**src/design/glay_macros.svh**
```systemverilog
`ifndef GLAY_MACROS_SVH
`define GLAY_MACROS_SVH

// ----------------------------------------
// Response return path sizing
// ----------------------------------------

// Response destinations
`define NUM_REQUESTORS    4

// FIFO entries, also the upstream credit pool
`define RESP_FIFO_DEPTH   16
`define FIFO_ADDR_WIDTH   4
`define FIFO_COUNT_WIDTH  5

// Downstream credits per requestor at reset
`define REQ_CREDITS       2
`define CREDIT_WIDTH      3

// Response fields
`define TAG_WIDTH         8
`define DATA_WIDTH        32

// Reset-busy period of the FIFO
`define SETUP_CYCLES      4
`define SETUP_COUNT_WIDTH 3

`endif

```
**src/design/control_pkg.sv**
```systemverilog
`include "glay_macros.svh"

package control_pkg;

  // ----------------------------------------
  // Distributor FSM
  // ----------------------------------------

  // SETUP holds until the FIFO leaves its reset-busy period
  typedef enum logic [1:0] {
    SETUP = 2'd0,
    IDLE  = 2'd1,
    SEND  = 2'd2
  } dist_state_e;

  // ----------------------------------------
  // Downstream credit counts
  // ----------------------------------------

  // Count never rises above REQ_CREDITS, a requestor only returns what it took
  typedef logic [`CREDIT_WIDTH-1:0] credit_t;

  localparam credit_t CREDIT_INIT = credit_t'(`REQ_CREDITS);

endpackage : control_pkg

```
**src/design/memory_pkg.sv**
```systemverilog
`include "glay_macros.svh"

package memory_pkg;

  // ----------------------------------------
  // Response kinds
  // ----------------------------------------
  typedef enum logic [1:0] {
    RESP_READ_DATA = 2'd0,
    RESP_WRITE_ACK = 2'd1
  } resp_opcode_e;

  // ----------------------------------------
  // Response packet as it sits in the FIFO
  // ----------------------------------------

  // One-hot or multi-hot destination mask, one bit per requestor
  typedef logic [`NUM_REQUESTORS-1:0] resp_dest_t;

  typedef logic [`TAG_WIDTH-1:0]  resp_tag_t;
  typedef logic [`DATA_WIDTH-1:0] resp_data_t;

  typedef struct packed {
    resp_opcode_e opcode;
    resp_dest_t   dest;
    resp_tag_t    tag;
    resp_data_t   data;
  } resp_packet_t;

  // Total packet width, handy for storage sizing
  localparam int RESP_PACKET_BITS = $bits(resp_packet_t);

endpackage : memory_pkg

```
**src/design/fifo_read_if.sv**
```systemverilog
`timescale 1ns/100ps

interface fifo_read_if;
  import memory_pkg::*;

  // Head of the FWFT FIFO
  logic         head_valid;
  resp_packet_t head_packet;

  // Only asserted while head_valid is high
  logic         pop;

  // FIFO side
  modport source (
    output head_valid,
    output head_packet,
    input  pop
  );

  // Distributor side
  modport sink (
    input  head_valid,
    input  head_packet,
    output pop
  );

endinterface : fifo_read_if

```
**src/design/credit_counter.sv**
```systemverilog
`timescale 1ns/100ps

module credit_counter (
  input  logic ap_clk,
  input  logic areset_control,
  input  logic grant,
  input  logic consume,
  output logic avail
);
  import control_pkg::*;

  credit_t count;

  // ----------------------------------------
  // Credit bookkeeping
  // ----------------------------------------

  // Grant and consume in the same cycle cancel out
  always_ff @(posedge ap_clk) begin
    if (areset_control) begin
      count <= CREDIT_INIT;
    end else begin
      case ({grant, consume})
        2'b10: begin
          count <= count + credit_t'(1);
        end
        2'b01: begin
          count <= count - credit_t'(1);
        end
        default: begin
          count <= count;
        end
      endcase
    end
  end

  // Registered count, so avail lags grant or consume by a cycle
  assign avail = (count != '0);

endmodule : credit_counter

```
**src/design/response_distributor.sv**
```systemverilog
`timescale 1ns/100ps
`include "glay_macros.svh"

module response_distributor (
  input  logic                       ap_clk,
  input  logic                       areset_control,
  fifo_read_if.sink                  rd,
  input  logic                       fifo_busy,
  input  logic [`NUM_REQUESTORS-1:0] credit_in,
  output logic [`NUM_REQUESTORS-1:0] out_valid,
  output memory_pkg::resp_opcode_e   out_opcode,
  output logic [`TAG_WIDTH-1:0]      out_tag,
  output logic [`DATA_WIDTH-1:0]     out_data,
  output logic                       mem_credit,
  output logic                       setup_busy
);
  import control_pkg::*;

  dist_state_e state;
  dist_state_e state_next;

  logic [`NUM_REQUESTORS-1:0] dest_mask;
  logic [`NUM_REQUESTORS-1:0] credit_avail;
  logic [`NUM_REQUESTORS-1:0] credit_consume;
  logic                       targets_ready;
  logic                       pop_int;

  // ----------------------------------------
  // Downstream credits
  // ----------------------------------------
  generate
    for (genvar i = 0; i < `NUM_REQUESTORS; i++) begin : gen_credit
      credit_counter credit_counter_inst (
        .ap_clk        (ap_clk),
        .areset_control(areset_control),
        .grant         (credit_in[i]),
        .consume       (credit_consume[i]),
        .avail         (credit_avail[i])
      );
    end
  endgenerate

  // ----------------------------------------
  // Multicast pop rule
  // ----------------------------------------
  assign dest_mask = rd.head_packet.dest;

  // Every targeted requestor needs a credit, a zero mask is always ready
  assign targets_ready = ((dest_mask & ~credit_avail) == '0);

  assign pop_int = (state != SETUP) & rd.head_valid & targets_ready;
  assign rd.pop  = pop_int;

  // One credit taken from each named requestor
  assign credit_consume = pop_int ? dest_mask : '0;

  // ----------------------------------------
  // FSM
  // ----------------------------------------
  always_comb begin
    state_next = state;
    case (state)
      SETUP: begin
        if (!fifo_busy) begin
          state_next = IDLE;
        end
      end
      IDLE: begin
        if (pop_int) begin
          state_next = SEND;
        end
      end
      SEND: begin
        // Stay while back-to-back pops keep the outputs busy
        if (!pop_int) begin
          state_next = IDLE;
        end
      end
      default: begin
        state_next = SETUP;
      end
    endcase
  end

  always_ff @(posedge ap_clk) begin
    if (areset_control) begin
      state <= SETUP;
    end else begin
      state <= state_next;
    end
  end

  // ----------------------------------------
  // Registered outputs
  // ----------------------------------------
  always_ff @(posedge ap_clk) begin
    if (areset_control) begin
      out_valid  <= '0;
      mem_credit <= 1'b0;
      setup_busy <= 1'b1;
    end else begin
      out_valid  <= pop_int ? dest_mask : '0;
      mem_credit <= pop_int;  // one upstream credit per freed entry
      setup_busy <= fifo_busy;
    end
  end

  // Payload held from the last pop
  always_ff @(posedge ap_clk) begin
    if (pop_int) begin
      out_opcode <= rd.head_packet.opcode;
      out_tag    <= rd.head_packet.tag;
      out_data   <= rd.head_packet.data;
    end
  end

endmodule : response_distributor

```
**src/design/response_fifo.sv**
```systemverilog
`timescale 1ns/100ps
`include "glay_macros.svh"

module response_fifo (
  input  logic                   ap_clk,
  input  logic                   areset_control,
  input  logic                   wr_en,
  input  memory_pkg::resp_packet_t wr_packet,
  fifo_read_if.source            rd,
  output logic                   busy
);
  import memory_pkg::*;

  // ----------------------------------------
  // Storage and pointers
  // ----------------------------------------
  resp_packet_t                  mem [`RESP_FIFO_DEPTH];
  logic [`FIFO_ADDR_WIDTH-1:0]   wr_ptr;
  logic [`FIFO_ADDR_WIDTH-1:0]   rd_ptr;
  logic [`FIFO_COUNT_WIDTH-1:0]  count;
  logic [`SETUP_COUNT_WIDTH-1:0] setup_cnt;

  logic full;
  logic wr_accept;
  logic rd_accept;

  assign full      = (count == `FIFO_COUNT_WIDTH'(`RESP_FIFO_DEPTH));
  assign wr_accept = wr_en & ~busy & ~full;
  assign rd_accept = rd.pop & rd.head_valid;

  // First word falls through to the head
  assign rd.head_valid  = (count != '0);
  assign rd.head_packet = mem[rd_ptr];

  // ----------------------------------------
  // Reset-busy period
  // ----------------------------------------
  always_ff @(posedge ap_clk) begin
    if (areset_control) begin
      setup_cnt <= `SETUP_COUNT_WIDTH'(`SETUP_CYCLES);
    end else if (setup_cnt != '0) begin
      setup_cnt <= setup_cnt - 1'b1;
    end
  end

  assign busy = (setup_cnt != '0);

  // ----------------------------------------
  // Pointer and occupancy control
  // ----------------------------------------
  always_ff @(posedge ap_clk) begin
    if (areset_control) begin
      wr_ptr <= '0;
      rd_ptr <= '0;
      count  <= '0;
    end else begin
      if (wr_accept) begin
        wr_ptr <= wr_ptr + 1'b1;
      end
      if (rd_accept) begin
        rd_ptr <= rd_ptr + 1'b1;
      end
      case ({wr_accept, rd_accept})
        2'b10:   count <= count + 1'b1;
        2'b01:   count <= count - 1'b1;
        default: count <= count;
      endcase
    end
  end

  // Payload storage
  always_ff @(posedge ap_clk) begin
    if (wr_accept) begin
      mem[wr_ptr] <= wr_packet;
    end
  end

endmodule : response_fifo

```
**src/design/response_subsystem_top.sv**
```systemverilog
`timescale 1ns/100ps
`include "glay_macros.svh"

module response_subsystem_top (
  input  logic                       ap_clk,
  input  logic                       areset_control,
  input  logic                       resp_valid,
  input  memory_pkg::resp_opcode_e   resp_opcode,
  input  logic [`NUM_REQUESTORS-1:0] resp_dest,
  input  logic [`TAG_WIDTH-1:0]      resp_tag,
  input  logic [`DATA_WIDTH-1:0]     resp_data,
  input  logic [`NUM_REQUESTORS-1:0] credit_in,
  output logic [`NUM_REQUESTORS-1:0] out_valid,
  output memory_pkg::resp_opcode_e   out_opcode,
  output logic [`TAG_WIDTH-1:0]      out_tag,
  output logic [`DATA_WIDTH-1:0]     out_data,
  output logic                       mem_credit,
  output logic                       setup_busy
);
  import memory_pkg::*;

  logic         resp_valid_q;
  resp_packet_t resp_packet_q;
  logic         fifo_busy;

  fifo_read_if fifo_rd ();

  // ----------------------------------------
  // Input register stage
  // ----------------------------------------
  always_ff @(posedge ap_clk) begin
    if (areset_control) begin
      resp_valid_q <= 1'b0;
    end else begin
      resp_valid_q <= resp_valid;
    end
  end

  // Fields packed into one FIFO word
  always_ff @(posedge ap_clk) begin
    resp_packet_q.opcode <= resp_opcode;
    resp_packet_q.dest   <= resp_dest;
    resp_packet_q.tag    <= resp_tag;
    resp_packet_q.data   <= resp_data;
  end

  // ----------------------------------------
  // FIFO and distributor
  // ----------------------------------------
  response_fifo response_fifo_inst (
    .ap_clk        (ap_clk),
    .areset_control(areset_control),
    .wr_en         (resp_valid_q),
    .wr_packet     (resp_packet_q),
    .rd            (fifo_rd.source),
    .busy          (fifo_busy)
  );

  response_distributor response_distributor_inst (
    .ap_clk        (ap_clk),
    .areset_control(areset_control),
    .rd            (fifo_rd.sink),
    .fifo_busy     (fifo_busy),
    .credit_in     (credit_in),
    .out_valid     (out_valid),
    .out_opcode    (out_opcode),
    .out_tag       (out_tag),
    .out_data      (out_data),
    .mem_credit    (mem_credit),
    .setup_busy    (setup_busy)
  );

endmodule : response_subsystem_top

```
**config.mk**
```make
export PLATFORM = sky130hd
export DESIGN_NAME = response_subsystem_top
export DESIGN_NICKNAME = d
export VERILOG_FILES = /design/src/design/control_pkg.sv /design/src/design/memory_pkg.sv /design/src/design/fifo_read_if.sv /design/src/design/credit_counter.sv /design/src/design/response_distributor.sv /design/src/design/response_fifo.sv /design/src/design/response_subsystem_top.sv
export VERILOG_INCLUDE_DIRS = /design/src /design/src/design
export SDC_FILE = /design/constraint.sdc
export NUM_CORES = 1
export LEC_CHECK = 0
export BUFFER_PORTS_ARGS = -buffer_cell sky130_fd_sc_hd__buf_2
export CORE_MARGIN = 5
export CORE_UTILIZATION = 40
export CTS_CLUSTER_DIAMETER = 50
export CTS_CLUSTER_SIZE = 12
export DETAILED_ROUTE_END_ITERATION = 7
export GPL_TIMING_DRIVEN = 0
export PLACE_DENSITY_LB_ADDON = 0.15
export RECOVER_POWER = 50
export SETUP_SLACK_MARGIN = 0.15
export SLEW_MARGIN = 10
export SYNTH_ARGS = -nofsm -noshare
export SYNTH_HDL_FRONTEND = slang
export SYNTH_SLANG_ARGS = --single-unit
```
**constraint.sdc**
```tcl
create_clock -name ap_clk -period 5 [get_ports ap_clk]
set_clock_uncertainty 0.1 [all_clocks]
set_input_delay 0.75 -clock ap_clk [delete_from_list [all_inputs] [get_ports ap_clk]]
set_output_delay 0.75 -clock ap_clk [all_outputs]
set_load 0.1 [all_outputs]
```
==> impl_metrics.prom <==
# TYPE chip_impl_metric gauge
chip_impl_info{name="run_status",value="finished clean"} 1
chip_impl_metric{name="detail_route.wirelength",unit="mm"} 72.5
chip_impl_metric{name="critical_path_arrival",unit="ps"} 4970
chip_impl_metric{name="synth.yosys.seq_area_share",unit=""} 0.786
chip_impl_metric{name="post_route_cells_drive_above_1_share",unit=""} 0.275
chip_impl_metric{name="die-area",unit="um^2"} 85600
chip_impl_metric{name="dpl-instance-area",unit="um^2"} 34200
chip_impl_metric{name="timing.slew.headroom",unit=""} 0.106
chip_impl_metric{name="antenna_violations_before_repair",unit=""} 0
chip_impl_metric{name="routed_via_density",unit=""} 5.30
chip_impl_metric{name="global_route_wire_length_before_repair",unit="mm"} 106
chip_impl_metric{name="design_power_total",unit="mW"} 16.0
chip_impl_metric{name="count_of_unresolved_drc_violations_after_routing",unit=""} 0
chip_impl_info{name="cts.root.buffer_cell",value="sky130_fd_sc_hd__clkbuf_16"} 1
chip_impl_metric{name="mean_cell_area_of_the_mapped_netlist",unit="um^2"} 23.1
chip_impl_metric{name="worst_setup_hold_path_clk_slew",unit="ps"} 60
chip_impl_metric{name="grtUsageTotal",unit=""} 0.170
chip_impl_metric{name="vias",unit=""} 14500
chip_impl_metric{name="fp.dieW",unit="um"} 293
chip_impl_metric{name="clock_tree.htree_level_count",unit=""} 3
chip_impl_metric{name="synth_cell_types",unit=""} 51
chip_impl_metric{name="cts_buffer_depth",unit=""} 3
chip_impl_metric{name="drt_pass1_iterations",unit=""} 5
chip_impl_info{name="tritoncts",value="built"} 1
chip_impl_metric{name="final.setup.worst_slack",unit="ps"} 466
chip_impl_metric{name="powerDensity",unit="nW/um^2"} 428
chip_impl_metric{name="timing_hold_violations_final",unit=""} 0
chip_impl_metric{name="cts_setup_buffers",unit=""} 0
chip_impl_metric{name="finalNetCount",unit=""} 1670
chip_impl_metric{name="netlist_instances",unit=""} 1383
chip_impl_metric{name="place_congestion",unit=""} 0.719
chip_impl_metric{name="placement.setup.worst_slack",unit="ps"} -271
chip_impl_metric{name="ios",unit=""} 101
chip_impl_metric{name="tritoncts.num_buffers",unit=""} 99
chip_impl_metric{name="critPathMaxFanout",unit=""} 10
chip_impl_metric{name="syn2layout_area_growth",unit="%"} 17.0
chip_impl_info{name="worst_hold_path_type",value="primary input to flop"} 1
chip_impl_metric{name="ant_nets",unit=""} 0
chip_impl_metric{name="fin_area",unit="um^2"} 37400
chip_impl_metric{name="worstSkewPairLatency",unit="ps"} 650
chip_impl_metric{name="synthesized_nets",unit=""} 1453
chip_impl_info{name="most_common_cell_after_layout_fill_and_taps_aside",value="sky130_fd_sc_hd__edfxtp_1"} 1
chip_impl_metric{name="core_area",unit="um^2"} 79100
chip_impl_metric{name="grt_pass1_vias",unit=""} 15500
chip_impl_info{name="timing.critical_path.to_type",value="flop"} 1
chip_impl_metric{name="floorplan.rows",unit=""} 103
chip_impl_metric{name="cts.sink_count",unit=""} 865
chip_impl_metric{name="p_leak",unit="nW"} 11.6
chip_impl_metric{name="hpwl_reported_at_the_end_of_detailed_placement",unit="mm"} 41.7
chip_impl_metric{name="maxClockFrequency",unit="MHz"} 221
chip_impl_metric{name="synth_enable_flop_cells",unit=""} 778
chip_impl_metric{name="globalRouteOverflowTotal",unit=""} 0
chip_impl_info{name="ys_dominant_reg_cell",value="sky130_fd_sc_hd__edfxtp_1"} 1
chip_impl_metric{name="cp.required",unit="ps"} 5430
chip_impl_metric{name="die_h",unit="um"} 293
chip_impl_metric{name="setup.reg_to_reg.worst_slack",unit="ps"} 470
chip_impl_metric{name="synthArstFlopShare",unit=""} 0
chip_impl_metric{name="maxCapViolCount",unit=""} 0
chip_impl_metric{name="initial_core_util",unit=""} 0.404
chip_impl_metric{name="report.final.setup_viol",unit=""} 0
chip_impl_metric{name="layout_worst_path_cycle_share",unit=""} 0.907
chip_impl_metric{name="final-max-slew-violation-count",unit=""} 0
chip_impl_metric{name="detailedRoute.firstIterationViolations",unit=""} 1065
chip_impl_metric{name="routedWlPerCell",unit="um"} 26.6
chip_impl_info{name="layout_common_cells",value="sky130_fd_sc_hd__edfxtp_1, sky130_fd_sc_hd__mux4_2, sky130_fd_sc_hd__clkbuf_1, sky130_fd_sc_hd__clkbuf_16, sky130_fd_sc_hd__dfxtp_1"} 1
chip_impl_metric{name="ys_seq_elements",unit=""} 865
chip_impl_info{name="worstSetupPathType",value="flop to flop"} 1
chip_impl_metric{name="worst_ir_drop_vdd",unit="uV"} 244
chip_impl_info{name="timing.critical_path.from_type",value="flop"} 1
chip_impl_metric{name="port-buffer-count",unit=""} 100
chip_impl_metric{name="netlist_area",unit="um^2"} 31900
chip_impl_metric{name="slew_worst_pin",unit="ps"} 1340
chip_impl_info{name="rsz0062_at_grt",value="false"} 1
chip_impl_metric{name="final_period_minus_worst_setup_slack",unit="ps"} 4530
chip_impl_metric{name="grt_start_max_net_pins",unit=""} 43
chip_impl_metric{name="number_of_antenna_cells_inserted",unit=""} 0
chip_impl_metric{name="yosys_warning_count",unit=""} 0
==> cells in the mapped netlist, drive strengths merged (2+ instances only) <==
library cell	n	area, um^2
fa	4	80.1
edfxtp	778	23400
nor2b	6	37.5
nor3	9	45.0
and3	2	12.5
nor4	4	25.0
xor2	13	114
nand2	8	30.0
xnor2	4	35.0
o21a	3	22.5
or2	4	25.0
nand2b	8	50.1
ha	13	163
nor2	34	128
mux4	222	5000
o21ai	6	30.0
nand3b	2	15.0
a31oi	2	12.5
buf	23	96.3
or3	6	37.5
or4	3	22.5
dfxtp	87	1740
clkbuf	40	150
and2	18	113
nand3	2	10.0
a21oi	14	70.1
mux2i	16	160
a221oi	3	32.5
mux2	8	90.1
inv	26	97.6
==> flip-flops by register name (all words and copies together) (netlist names), 2 cells and up, named ones only <==
register                              count
response_fifo_inst.rd_ptr                 4
response_distributor_inst.out_data       32
resp_packet_q                            46
response_fifo_inst.count                  5
response_distributor_inst.out_opcode      2
response_fifo_inst.setup_cnt              3
response_distributor_inst.out_valid       4
response_fifo_inst.mem                  736
response_distributor_inst.out_tag         8
response_distributor_inst.state           2
response_fifo_inst.wr_ptr                 4
==> through the flow <==
step / hold WS, ps / instances / TNS, ps / utilization
2_1_floorplan: 355 / 1383 / 0 / -
3_3_place_gp: 370 / 2533 / -177000 / 0.427
3_5_place_dp: 374 / 2549 / -736 / 0.432
4_1_cts: 49.1 / 2727 / 0 / 0.473
5_1_grt: 52.2 / 2727 / 0 / 0.472
6_report: 99.4 / 2727 / 0 / 0.472
==> layout make-up <==
cell class              count  area [um^2]
fillers                  6580        41800
flip-flops and latches    865        25100
multi-input cells         429         6530
clock buffers             129         2650
well taps                1050         1310
repair buffers            116          816
clock inverters            49          579
plain buffers              63          269
inverters                  26          100
==> layer usage <==
metal  track usage  routed length (um)  vias up
met1         0.230               30900     7806
met2         0.289               37100      338
li1              -                   -     6218
met5             0                   0        -
met4        0.0394                1360        0
met3        0.0331                3130      101
==> repair_timing <==
action | 4_1_cts | 5_1_grt
hold buffers | 0 | 0
resized for setup | 7 | 10
hold endpoints to repair | 0 | 0
endpoints found under the setup margin | 11 | 6
pin swaps | 0 | 0
==> cells by family (layout without fill, tap and decap cells) <==
family / after synthesis / count (layout) / synth area share
AOI/OAI and AO/OA: 40 / 40 / 0.00862
muxes: 246 / 246 / 0.164
DFF: 865 / 865 / 0.786
buffers and inverters: 89 / 383 / 0.0108
xor gates and xnor gates: 17 / 17 / 0.00466
and+or+nand+nor: 109 / 109 / 0.0179
adders and majority gates: 17 / 17 / 0.00760
==> final timing paths <==
| check | start | end | cells after the start |
|---|---|---|---|
| setup / recovery | flop | response_fifo_inst.count[4]$_SDFFE_PP0P_ | 16 |
| hold reg to reg | flop | flop | 2 |
| setup reg to reg | flop | response_fifo_inst.count[4]$_SDFFE_PP0P_ | 16 |
| hold / removal | resp_data[26] | resp_packet_q[26]$_DFF_P_ | 1 |
==> report_power, final <==
part | switching, mW | total, mW | internal, mW
Clock | 2.90 | 7.10 | 4.19
Sequential | 0.115 | 8.10 | 7.99
Combinational | 0.485 | 0.804 | 0.319
Total | 3.50 | 16.0 | 12.5
==> worst max-delay path, cell delays in order, from the launching register on <==
cell and delay [ps]:
sky130_fd_sc_hd__dfxtp_1 310, sky130_fd_sc_hd__buf_4 220, sky130_fd_sc_hd__buf_4 290, sky130_fd_sc_hd__mux4_2 530, sky130_fd_sc_hd__mux2i_1 280, sky130_fd_sc_hd__o22ai_1 100, sky130_fd_sc_hd__or4_1 430, sky130_fd_sc_hd__a21o_1 220
sky130_fd_sc_hd__buf_2 200, sky130_fd_sc_hd__inv_1 120, sky130_fd_sc_hd__ha_1 180, sky130_fd_sc_hd__clkbuf_2 240, sky130_fd_sc_hd__xor2_1 180, sky130_fd_sc_hd__ha_1 270, sky130_fd_sc_hd__a31oi_1 140, sky130_fd_sc_hd__a221oi_2 260
sky130_fd_sc_hd__mux2_1 340
(Power assumes the default switching activity.)
